<file path="src/hw/pd_pkg.sv">
// ~~~~~~~~~~~~~~~~~~~~~~~~~~~~~~~~~~~~~~
// Shared constants and types for the packet decoder
// Digest is FNV-1a, not a cryptographic hash
// One block is two 32-byte DATA packets
// ~~~~~~~~~~~~~~~~~~~~~~~~~~~~~~~~~~~~~~
package pd_pkg;

	typedef logic [7:0]  byte_t;
	typedef logic [7:0]  pid_t;
	typedef logic [6:0]  addr_t;
	typedef logic [5:0]  blk_idx_t;
	typedef logic [31:0] digest_t;

	// Token and data PIDs with the low nibble complementing the high nibble
	localparam pid_t PID_IN    = 8'h69;
	localparam pid_t PID_OUT   = 8'hE1;
	localparam pid_t PID_DATA0 = 8'hC3;
	localparam pid_t PID_DATA1 = 8'h4B;

	localparam byte_t TYPE_INTERRUPT = 8'h00;
	localparam byte_t TYPE_HASH      = 8'hFF;

	localparam addr_t EP_ADDR = 7'b1100001;

	localparam int PKT_BYTES   = 32;
	localparam int BLOCK_BYTES = 64;

	localparam digest_t FNV_INIT  = 32'h811C9DC5;
	localparam digest_t FNV_PRIME = 32'h01000193;

	typedef enum logic [3:0] {
		ST_IDLE, ST_ADDR_IN, ST_IN_EOP, ST_HOST_READY,
		ST_ADDR_OUT, ST_DRAIN, ST_DATA_TYPE, ST_PAYLOAD1,
		ST_PAYLOAD2, ST_ACK_EOP, ST_BLOCK_EOP, ST_ACK_END,
		ST_TX_ACK, ST_NACK_EOP, ST_NACK_END, ST_TX_NACK
	} ctrl_state_e;

	typedef enum logic [1:0] {
		DG_IDLE, DG_READ, DG_DONE, DG_RELEASE
	} dig_state_e;

endpackage

</file>
<file path="src/hw/pd_controller.sv">
// ~~~~~~~~~~~~~~~~~~~~~~~~~~~~~~~~~~~~~~
// Packet decode FSM for the hash endpoint
// Each byte is acted on the cycle after its strobe
// i_eop must be held high for two cycles
// DATA PIDs are NACKed while the buffer is busy
// ~~~~~~~~~~~~~~~~~~~~~~~~~~~~~~~~~~~~~~
`timescale 1ns/10ps

module pd_controller import pd_pkg::*; (
	input  logic  clk,
	input  logic  n_rst,
	input  logic  i_write_enable,
	input  byte_t i_rx_data,
	input  logic  i_eop,
	input  logic  i_rcv_error,
	input  logic  i_packet_done,
	input  logic  i_busy,
	output logic  o_wr_en,
	output byte_t o_wr_data,
	output logic  o_restart,
	output logic  o_block_end,
	output logic  o_host_ready,
	output logic  o_transmit_ack,
	output logic  o_transmit_nack,
	output logic  o_p_error
);

	ctrl_state_e state, next_state;

	byte_t rx_byte;
	logic  byte_vld;
	logic  valid_address;
	logic  addr_set;
	logic  addr_clr;
	logic  pkt_abort;
	pid_t  pid;
	addr_t addr;

	// Byte captured on its strobe
	always_ff @(posedge clk) begin
		if (i_write_enable)
			rx_byte <= i_rx_data;
	end

	always_ff @(posedge clk, negedge n_rst) begin
		if (!n_rst) begin
			state         <= ST_IDLE;
			byte_vld      <= 1'b0;
			valid_address <= 1'b0;
		end else begin
			state    <= next_state;
			byte_vld <= i_write_enable;
			if (addr_set)
				valid_address <= 1'b1;
			else if (addr_clr)
				valid_address <= 1'b0;
		end
	end

	assign pid       = rx_byte;
	assign addr      = rx_byte[7:1];
	assign o_wr_data = rx_byte;

	// Line error, or EOP before the packet is complete
	assign pkt_abort = i_rcv_error || (i_eop && !byte_vld);

	always_comb begin
		next_state      = state;
		o_wr_en         = 1'b0;
		o_restart       = 1'b0;
		o_block_end     = 1'b0;
		o_host_ready    = 1'b0;
		o_transmit_ack  = 1'b0;
		o_transmit_nack = 1'b0;
		o_p_error       = 1'b0;
		addr_set        = 1'b0;
		addr_clr        = 1'b0;
		case (state)
			ST_IDLE: begin
				if (byte_vld) begin
					if (pid[3:0] != ~pid[7:4]) begin
						o_p_error  = 1'b1;
						next_state = i_eop ? ST_NACK_END : ST_NACK_EOP;
					end else if (pid == PID_IN) begin
						next_state = ST_ADDR_IN;
					end else if (pid == PID_OUT) begin
						next_state = ST_ADDR_OUT;
					end else if (pid == PID_DATA0 || pid == PID_DATA1) begin
						if (!valid_address) begin
							next_state = ST_DRAIN;
						end else if (i_busy) begin
							next_state = ST_NACK_EOP;
						end else if (pid == PID_DATA0) begin
							o_restart  = 1'b1;
							next_state = ST_DATA_TYPE;
						end else begin
							next_state = ST_PAYLOAD2;
						end
					end else begin
						next_state = ST_DRAIN;
					end
				end
			end
			ST_ADDR_IN: begin
				if (byte_vld) begin
					if (addr != EP_ADDR)
						next_state = ST_DRAIN;
					else if (i_eop)
						next_state = ST_HOST_READY;
					else
						next_state = ST_IN_EOP;
				end else if (pkt_abort) begin
					o_p_error  = 1'b1;
					next_state = i_eop ? ST_NACK_END : ST_NACK_EOP;
				end
			end
			ST_IN_EOP: begin
				if (i_eop)
					next_state = ST_HOST_READY;
			end
			ST_HOST_READY: begin
				o_host_ready = 1'b1;
				next_state   = ST_IDLE;
			end
			ST_ADDR_OUT: begin
				if (byte_vld) begin
					addr_set   = (addr == EP_ADDR);
					addr_clr   = (addr != EP_ADDR);
					next_state = ST_DRAIN;
				end else if (pkt_abort) begin
					o_p_error  = 1'b1;
					next_state = i_eop ? ST_NACK_END : ST_NACK_EOP;
				end
			end
			ST_DRAIN: begin
				if (i_eop)
					next_state = ST_IDLE;
			end
			ST_DATA_TYPE: begin
				if (pkt_abort || (byte_vld && rx_byte != TYPE_HASH &&
						rx_byte != TYPE_INTERRUPT)) begin
					o_p_error  = 1'b1;
					next_state = i_eop ? ST_NACK_END : ST_NACK_EOP;
				end else if (byte_vld && rx_byte == TYPE_HASH) begin
					next_state = ST_PAYLOAD1;
				end else if (byte_vld) begin
					o_restart  = 1'b1;
					next_state = ST_ACK_EOP;
				end
			end
			ST_PAYLOAD1, ST_PAYLOAD2: begin
				if (pkt_abort) begin
					o_p_error  = 1'b1;
					next_state = i_eop ? ST_NACK_END : ST_NACK_EOP;
				end else if (byte_vld) begin
					o_wr_en = 1'b1;
					if (i_packet_done)
						next_state = (state == ST_PAYLOAD1) ? ST_ACK_EOP : ST_BLOCK_EOP;
				end
			end
			ST_ACK_EOP: begin
				if (i_eop)
					next_state = ST_ACK_END;
			end
			ST_BLOCK_EOP: begin
				if (i_eop) begin
					o_block_end = 1'b1;
					next_state  = ST_ACK_END;
				end
			end
			ST_ACK_END: begin
				if (!i_eop)
					next_state = ST_TX_ACK;
			end
			ST_TX_ACK: begin
				o_transmit_ack = 1'b1;
				next_state     = ST_IDLE;
			end
			ST_NACK_EOP: begin
				if (i_eop)
					next_state = ST_NACK_END;
			end
			ST_NACK_END: begin
				if (!i_eop)
					next_state = ST_TX_NACK;
			end
			ST_TX_NACK: begin
				o_transmit_nack = 1'b1;
				next_state      = ST_IDLE;
			end
			default: next_state = ST_IDLE;
		endcase
	end

	// Buffer contents stay frozen during a block handoff
	a_no_write_busy: assert property (@(posedge clk) disable iff (!n_rst)
		!(o_wr_en && i_busy));

endmodule

</file>
<file path="src/hw/pd_block_buffer.sv">
// ~~~~~~~~~~~~~~~~~~~~~~~~~~~~~~~~~~~~~~
// 64-byte block store with req side of the handoff
// Only a completely written block is handed off
// Read data has one cycle of latency
// ~~~~~~~~~~~~~~~~~~~~~~~~~~~~~~~~~~~~~~
`timescale 1ns/10ps

module pd_block_buffer import pd_pkg::*; (
	input  logic     clk,
	input  logic     n_rst,
	input  logic     i_wr_en,
	input  byte_t    i_wr_data,
	input  logic     i_restart,
	input  logic     i_block_end,
	input  blk_idx_t i_rd_idx,
	input  logic     i_blk_ack,
	output logic     o_packet_done,
	output logic     o_busy,
	output logic     o_blk_req,
	output byte_t    o_rd_data
);

	byte_t    mem [BLOCK_BYTES];
	blk_idx_t wr_cnt;
	logic     blk_full;

	always_ff @(posedge clk) begin
		if (i_wr_en)
			mem[wr_cnt] <= i_wr_data;
		o_rd_data <= mem[i_rd_idx];
	end

	// Last byte of either 32-byte half
	assign o_packet_done = i_wr_en && (wr_cnt[4:0] == 5'(PKT_BYTES - 1));

	always_ff @(posedge clk, negedge n_rst) begin
		if (!n_rst) begin
			wr_cnt    <= '0;
			blk_full  <= 1'b0;
			o_blk_req <= 1'b0;
			o_busy    <= 1'b0;
		end else begin
			if (i_restart) begin
				wr_cnt   <= '0;
				blk_full <= 1'b0;
			end else if (i_wr_en) begin
				wr_cnt <= wr_cnt + 1'b1;
				if (wr_cnt == blk_idx_t'(BLOCK_BYTES - 1))
					blk_full <= 1'b1;
			end

			// Busy holds until the four-phase cycle ends
			if (i_block_end && blk_full && !o_busy) begin
				o_blk_req <= 1'b1;
				o_busy    <= 1'b1;
				blk_full  <= 1'b0;
			end else if (o_blk_req && i_blk_ack) begin
				o_blk_req <= 1'b0;
			end else if (o_busy && !o_blk_req && !i_blk_ack) begin
				o_busy <= 1'b0;
			end
		end
	end

	a_req_hold: assert property (@(posedge clk) disable iff (!n_rst)
		o_blk_req && !i_blk_ack |=> o_blk_req);

endmodule

</file>
<file path="src/hw/pd_digest.sv">
// ~~~~~~~~~~~~~~~~~~~~~~~~~~~~~~~~~~~~~~
// FNV-1a digest over one 64-byte block
// Ack rises BLOCK_BYTES+2 cycles after req
// o_digest holds the last result until the next one
// ~~~~~~~~~~~~~~~~~~~~~~~~~~~~~~~~~~~~~~
`timescale 1ns/10ps

module pd_digest import pd_pkg::*; (
	input  logic     clk,
	input  logic     n_rst,
	input  logic     i_blk_req,
	input  byte_t    i_rd_data,
	output blk_idx_t o_rd_idx,
	output logic     o_blk_ack,
	output digest_t  o_digest,
	output logic     o_digest_valid
);

	dig_state_e state;
	digest_t    acc;
	digest_t    acc_next;
	logic       rd_vld;
	logic       last_byte;

	assign acc_next = (acc ^ {24'd0, i_rd_data}) * FNV_PRIME;

	// Index wraps to zero exactly when byte 63 is on the read port
	assign last_byte = rd_vld && (o_rd_idx == '0);

	always_ff @(posedge clk) begin
		if (state == DG_IDLE && i_blk_req)
			acc <= FNV_INIT;
		else if (state == DG_READ && rd_vld)
			acc <= acc_next;
	end

	always_ff @(posedge clk, negedge n_rst) begin
		if (!n_rst) begin
			state          <= DG_IDLE;
			o_rd_idx       <= '0;
			rd_vld         <= 1'b0;
			o_blk_ack      <= 1'b0;
			o_digest       <= FNV_INIT;
			o_digest_valid <= 1'b0;
		end else begin
			o_digest_valid <= 1'b0;
			case (state)
				DG_IDLE: begin
					if (i_blk_req) begin
						o_rd_idx <= '0;
						rd_vld   <= 1'b0;
						state    <= DG_READ;
					end
				end
				DG_READ: begin
					o_rd_idx <= o_rd_idx + 1'b1;
					rd_vld   <= 1'b1;
					if (last_byte) begin
						o_digest       <= acc_next;
						o_blk_ack      <= 1'b1;
						o_digest_valid <= 1'b1;
						rd_vld         <= 1'b0;
						state          <= DG_DONE;
					end
				end
				DG_DONE: begin
					if (!i_blk_req) begin
						o_blk_ack <= 1'b0;
						state     <= DG_RELEASE;
					end
				end
				DG_RELEASE: state <= DG_IDLE;
				default:    state <= DG_IDLE;
			endcase
		end
	end

	a_ack_release: assert property (@(posedge clk) disable iff (!n_rst)
		$fell(o_blk_ack) |-> !$past(i_blk_req));

endmodule

</file>
<file path="src/hw/pd_top.sv">
// ~~~~~~~~~~~~~~~~~~~~~~~~~~~~~~~~~~~~~~
// Receive side of the hash endpoint
// Expects a decoded byte stream, no CRC check
// ~~~~~~~~~~~~~~~~~~~~~~~~~~~~~~~~~~~~~~
`timescale 1ns/10ps

module pd_top import pd_pkg::*; (
	input  logic    clk,
	input  logic    n_rst,
	input  byte_t   i_rx_data,
	input  logic    i_write_enable,
	input  logic    i_eop,
	input  logic    i_rcv_error,
	output logic    o_host_ready,
	output logic    o_transmit_ack,
	output logic    o_transmit_nack,
	output logic    o_p_error,
	output digest_t o_digest,
	output logic    o_digest_valid
);

	logic     wr_en;
	byte_t    wr_data;
	logic     restart;
	logic     block_end;
	logic     packet_done;
	logic     busy;
	logic     blk_req;
	logic     blk_ack;
	blk_idx_t rd_idx;
	byte_t    rd_data;

	pd_controller u_controller (
		.clk             (clk),
		.n_rst           (n_rst),
		.i_write_enable  (i_write_enable),
		.i_rx_data       (i_rx_data),
		.i_eop           (i_eop),
		.i_rcv_error     (i_rcv_error),
		.i_packet_done   (packet_done),
		.i_busy          (busy),
		.o_wr_en         (wr_en),
		.o_wr_data       (wr_data),
		.o_restart       (restart),
		.o_block_end     (block_end),
		.o_host_ready    (o_host_ready),
		.o_transmit_ack  (o_transmit_ack),
		.o_transmit_nack (o_transmit_nack),
		.o_p_error       (o_p_error)
	);

	pd_block_buffer u_buffer (
		.clk           (clk),
		.n_rst         (n_rst),
		.i_wr_en       (wr_en),
		.i_wr_data     (wr_data),
		.i_restart     (restart),
		.i_block_end   (block_end),
		.i_rd_idx      (rd_idx),
		.i_blk_ack     (blk_ack),
		.o_packet_done (packet_done),
		.o_busy        (busy),
		.o_blk_req     (blk_req),
		.o_rd_data     (rd_data)
	);

	pd_digest u_digest (
		.clk            (clk),
		.n_rst          (n_rst),
		.i_blk_req      (blk_req),
		.i_rd_data      (rd_data),
		.o_rd_idx       (rd_idx),
		.o_blk_ack      (blk_ack),
		.o_digest       (o_digest),
		.o_digest_valid (o_digest_valid)
	);

endmodule

</file>
<file path="config.mk">
export PLATFORM = sky130hd
export DESIGN_NAME = pd_top
export DESIGN_NICKNAME = d
export VERILOG_FILES = /design/src/hw/pd_pkg.sv /design/src/hw/pd_controller.sv /design/src/hw/pd_block_buffer.sv /design/src/hw/pd_digest.sv /design/src/hw/pd_top.sv
export SDC_FILE = /design/constraint.sdc
export NUM_CORES = 1
export LEC_CHECK = 0
export BUFFER_PORTS_ARGS = -buffer_cell sky130_fd_sc_hd__buf_2
export CORE_ASPECT_RATIO = 1.2
export CORE_MARGIN = 1
export CORE_UTILIZATION = 45
export CTS_BUF_LIST = sky130_fd_sc_hd__clkbuf_2
export CTS_CLUSTER_DIAMETER = 30
export CTS_CLUSTER_SIZE = 25
export DETAILED_ROUTE_END_ITERATION = 6
export GPL_ROUTABILITY_DRIVEN = 0
export PLACE_DENSITY = 0.6
export SYNTH_ARGS = -nofsm -noshare
export SYNTH_HDL_FRONTEND = slang
export SYNTH_SLANG_ARGS = --single-unit
</file>
<file path="constraint.sdc">
create_clock -name clk -period 16 [get_ports clk]
set_input_delay 4.8 -clock clk [delete_from_list [all_inputs] [get_ports clk]]
set_output_delay 4.8 -clock clk [all_outputs]
set_load 0.01 [all_outputs]
</file>
Yosys cells after proc, flatten, opt, wreduce, memory -nomap -nowiden
Memories as Yosys holds them, arrays and structs flattened. A register that Yosys moved wholly into a read port is not among the register bits.
Cells that the tools add are included.
{ "word_totals": {"regBits": 98, "mem_bits_rw": 512, "input_bits": 13, "out_inout_bits": 37, "elab_cells": 193, "mem_count": 1} }
{ "mem_list": {"columns": ["name", "depth", "width", "rd", "rd_clocked_by_memory_dff", "write_ports", "line_no", "rtl"], "rows": [
  ["u_buffer.mem", 64, 8, 1, 1, 1, "pd_block_buffer.sv:23", "byte_t mem [BLOCK_BYTES];"]
]} }
{ "classes": {"n_addsub": 2, "n_mul": 1, "n_eq_ne": 43, "muxes": 86, "bitwise": 2, "reduce_logical": 43} }
{ "op_table": {"columns": ["operator", "n"], "rows": [
  ["$mux 4", 24],
  ["$pmux 4 s12", 1],
  ["$mux 1", 47],
  ["$eq 4x4->1 const B", 8],
  ["$mul 32x25->32 const B", 1],
  ["$xor 32x8->32", 1],
  ["$eq 8x8->1 const B", 3],
  ["$mux 6", 3],
  ["$eq 4x3->1 const B", 4],
  ["$eq 8x7->1 const B", 2],
  ["$ne 2x2->1 const B", 7],
  ["$logic_and 1x1->1", 13],
  ["$add 6x1->6 const B", 2],
  ["$pmux 6 s2", 1],
  ["$reduce_bool 2->1", 6],
  ["$mux 2", 5],
  ["$reduce_and 10->1", 1],
  ["$eq 4x2->1 const B", 2],
  ["$ne 2x1->1 const B", 4],
  ["$ne 8x8->1 const B", 1],
  ["$pmux 2 s4", 1],
  ["$reduce_and 2->1", 4],
  ["$reduce_bool 8->1", 1],
  ["$eq 7x7->1 const B", 1],
  ["other kinds (22)", 34]
]} }

Longest topological paths before layout
{ "logic_depth": {"depth_word": 12, "mapped_depth": 22, "depth_no_buf": 22} }

Modules after synthesis
A second synthesis with hierarchy kept.
{ "unflattened": {"cells_unflattened": 2050, "area_unflattened_um2": 30461.7} }
{ "modules_own_cells": {"columns": ["module", "n_inst", "cells_per_inst", "area_per_inst_um2", "seq_area_each_um2"], "rows": [
  ["pd_block_buffer", 1, 985, 20525.9, 15760.1],
  ["pd_digest", 1, 910, 8610.8, 1734.2],
  ["pd_controller", 1, 155, 1325.0, 390.4]
]} }

Worst setup path before layout
No wires, ideal clock.
{ "synth_timing": {"path_type": "input -> output", "start": "in i_eop", "end": "out o_p_error", "arrival_time_ns": 5.818, "required_ns": 11.200, "path_slack_ns": 5.382, "stages": 6, "cell_sequence": "a21oi_1 -> clkbuf_1 -> o21ai_0 -> o21ai_0 -> o22a_1 -> o311ai_0"} }
{ "synth_between": {"elab_chain_cells": 5, "word_cells_on_any_way": 7} }
{ "synth_rtl": {"columns": ["element", "line_no", "rtl"], "rows": [
  ["start: declaration", "pd_top.sv:12", "input logic i_eop,"],
  ["$logic_and 1x1->1 *", "pd_controller.sv:65", "assign pkt_abort = i_rcv_error || (i_eop && !byte_vld);"],
  ["$logic_or 1x1->1 *", "pd_controller.sv:65", null],
  ["$mux 1 / $logic_or 1x1->1 (equally long branches)", null, null],
  ["$mux 1, on equally long branches", "pd_controller.sv:105, pd_controller.sv:140", null],
  ["$pmux 1 s4 *", "pd_controller.sv:78", "case (state)"],
  ["end: declaration", "pd_top.sv:17", "output logic o_p_error,"]
]} }
Mark *: on every way between the ends. The rest lies on a longest branch, timed or not.

Worst setup path after layout
Ends and elaborated chain as after synthesis.

==> impl_metrics.toml <==
[timing]
final-setup-viol-count = 0
timing.final.ws_setup_ps = 4666
post-route-min-period_ps = 11330
grt_setup_unrepaired = "no"
max_freq_ghz = 0.08823
fin_worst_skew_ps = 151.2
tightest_slew_ps = 1158
min_period_over_period_pct = 70.84
hold_violations = 0
setup_tns_ps = 0
slew_headroom_pct = 22.83
finalMaxSlewViolations = 0

[global_routing]
grt_pass1_vias = 16960
grt.overflow.total = 0
grt.total_usage_pct = 20.73
grt_max_degree = 78
antenna_found_initial = 6
grt_pass1_wl_um = 104200

[synth]
synth_area_leaders = "edfxtp_1, mux4_2, ha_1"
synth.avg_cell_area_um2 = 15.73
ys_ff_latch = 618
synth_compound_area_share_pct = 4.178
synth.area.mux_share_pct = 13.15
synth_top_family_by_area = "multiplexers"
synth_cell_type_count = 70
synth_ff_type = "edfxtp_1"
synth_edf_count = 520
yosys.area_share.simple_pct = 4.836
syn_area_um2 = 30040
synth_common_cells = "edfxtp_1, ha_1, inv_1"
post-synth-top-area-cell = "edfxtp_1"
synth_top_area_share_pct = 51.98
syn_inst = 1910
ys_seq_area_share_pct = 59.54
async_flop_share_pct = 9.385
synthAdderAreaFrac_pct = 12.89
yosysMostFrequentCell = "edfxtp_1"
synth_xor_area_share_pct = 1.953
syn_nets = 2188
synth-warning-count = 0

[clocking]
insertion_delay_ps = 1200
htreeDepth = 3
cts_made_buffers = 104
cts_hold_buf = 0
cts_setup_buffers = 0
cts_sinks = 618
cts_tree = "done"
cts-root-buf = "clkbuf_2"
cts_resized = 0
cts_buffer_depth = 3
clk_pin_slew_worst_paths_ps = 120

[drt]
dr.pass1.iters = 5
vias = 16280
wirelength_um = 67990
drtAntennaViolNets = 0
via_per_inst = 5.437
wire_per_inst_um = 22.71
drc_errors = 0
drtIter0Drc = 1162

[placed_design]
place_inst = 2796
hpwl_um = 44470
pre_cts_slack_ps = 4778
port_buffers = 49

[critical_path]
cp_max_fo = 12
r2r-start = "u_buffer.o_rd_data[1]$_DFF_P_"
required_ps = 11200
crit_type = "primary input to output port"
worst-r2r-setup-slack_ps = 9940
endpoint_kind = "output port"
startpoint_type = "primary input"
reg2regPathDepth = 19
regToRegEndpoint = "u_digest.acc[29]$_SDFFE_PP0P_"
critPathArrivalTime_ps = 6530

[status]
status = "finished, final reports clean"

[floorplanning]
start_util_pct = 45.62
die_height_um = 285.0
core_um2 = 65850
io_pins = 50
dieArea_um2 = 67800
rows = 103
dieWidth_um = 237.9

[hold_path]
hold_end = "u_digest.o_digest[2]$_DFFE_PN1P_"
hold_path_depth = 2
hold_path_startpoint = "u_digest.o_digest[2]$_DFFE_PN1P_"
hold_class = "flop to flop"

[final_layout]
areaGrowthSynthToFinish_pct = 9.072
seqCellArea_um2 = 17890
multi_input_comb_area_um2 = 11110
finalNetCount = 2288
n_fill_cell = 5566
drive_gt1_share_pct = 22.05
final_cells = 2994

[job]
max_cap_viol_count = 0
-- worst max-delay path, stage by stage --
cell and delay (ps):
buf_2 160, a21oi_1 570, o21ai_0 250, o21ai_0 230, o22a_1 180, o311ai_0 150, buf_2 190
-- kinds of logic after synthesis --
kind of cell | after synthesis
xor+xnor | 67
mux | 183
fa+ha+maj | 265
buf+inv | 257
compound gates | 202
simple gates | 318
flops | 618
-- per-layer routing --
metal  routed length [um]  global-route usage, %  up-vias  part of all wire, %
met5                   33                      0        -                0.049
met4                 2519                  9.177        4                  3.7
met3                 3292                  3.369      130                  4.8
met2                34990                  35.86      481                   51
met1                27150                  25.61     8207                   40
li1                     -                      -     7455                    -
-- through the flow --
step                      utilization (%)  hold slack (ps)  area, um^2
final                               49.75            470.1       32770
after global routing                49.75            504.5       32760
after CTS                           49.75            471.9       32760
after detailed placement            47.40            452.1       31210
after global placement              47.40            450.3       31210
after floorplan                         -            448.1       30040
-- final cells by class --
type	count	area share, %
multi-input cells	1035	33.92
flip-flops and latches	618	54.61
repair buffers	72	1.275
well taps	892	3.406
clock buffers	114	1.741
clock inverters	82	2.979
inverters	179	2.051
diodes	2	0.01527
-- cells in the final DEF (no fill, tap or decap), types with 41 or more instances in the layout --
cell,instances
o21ai_0,61
ha_1,191
a21oi_1,56
dfrtp_1,41
mux4_2,168
inv_1,178
nand2_1,103
nor2_1,115
xor2_1,41
clkbuf_2,114
fa_1,74
buf_2,49
edfxtp_1,520
-- worst max-delay path by stage --
stage,to,start,cells after the start
after global routing,o_p_error,i_eop,7
after CTS,o_p_error,i_eop,7
after detailed placement,o_p_error,i_eop,7
final,o_p_error,i_eop,7
after global placement,o_p_error,i_eop,7
after floorplan,o_p_error,i_eop,6
-- sequential cells by signal, summed over array words and instances, names as in the netlist --
register                    cells
u_controller.state              4
u_digest.o_blk_ack              1
u_buffer.wr_cnt                 6
u_digest.state                  2
u_controller.o_wr_data          8
u_buffer.o_busy                 1
u_buffer.mem                  512
u_digest.o_digest              32
u_digest.acc                   32
u_buffer.blk_full               1
u_controller.valid_address      1
u_controller.byte_vld           1
u_digest.o_rd_idx               6
u_buffer.o_blk_req              1
u_digest.o_digest_valid         1
u_digest.rd_vld                 1
u_buffer.o_rd_data              8
Power is left out: the tool's default activity adds up to more than one toggle a clock period on the data nets, which glitch-free logic cannot reach.
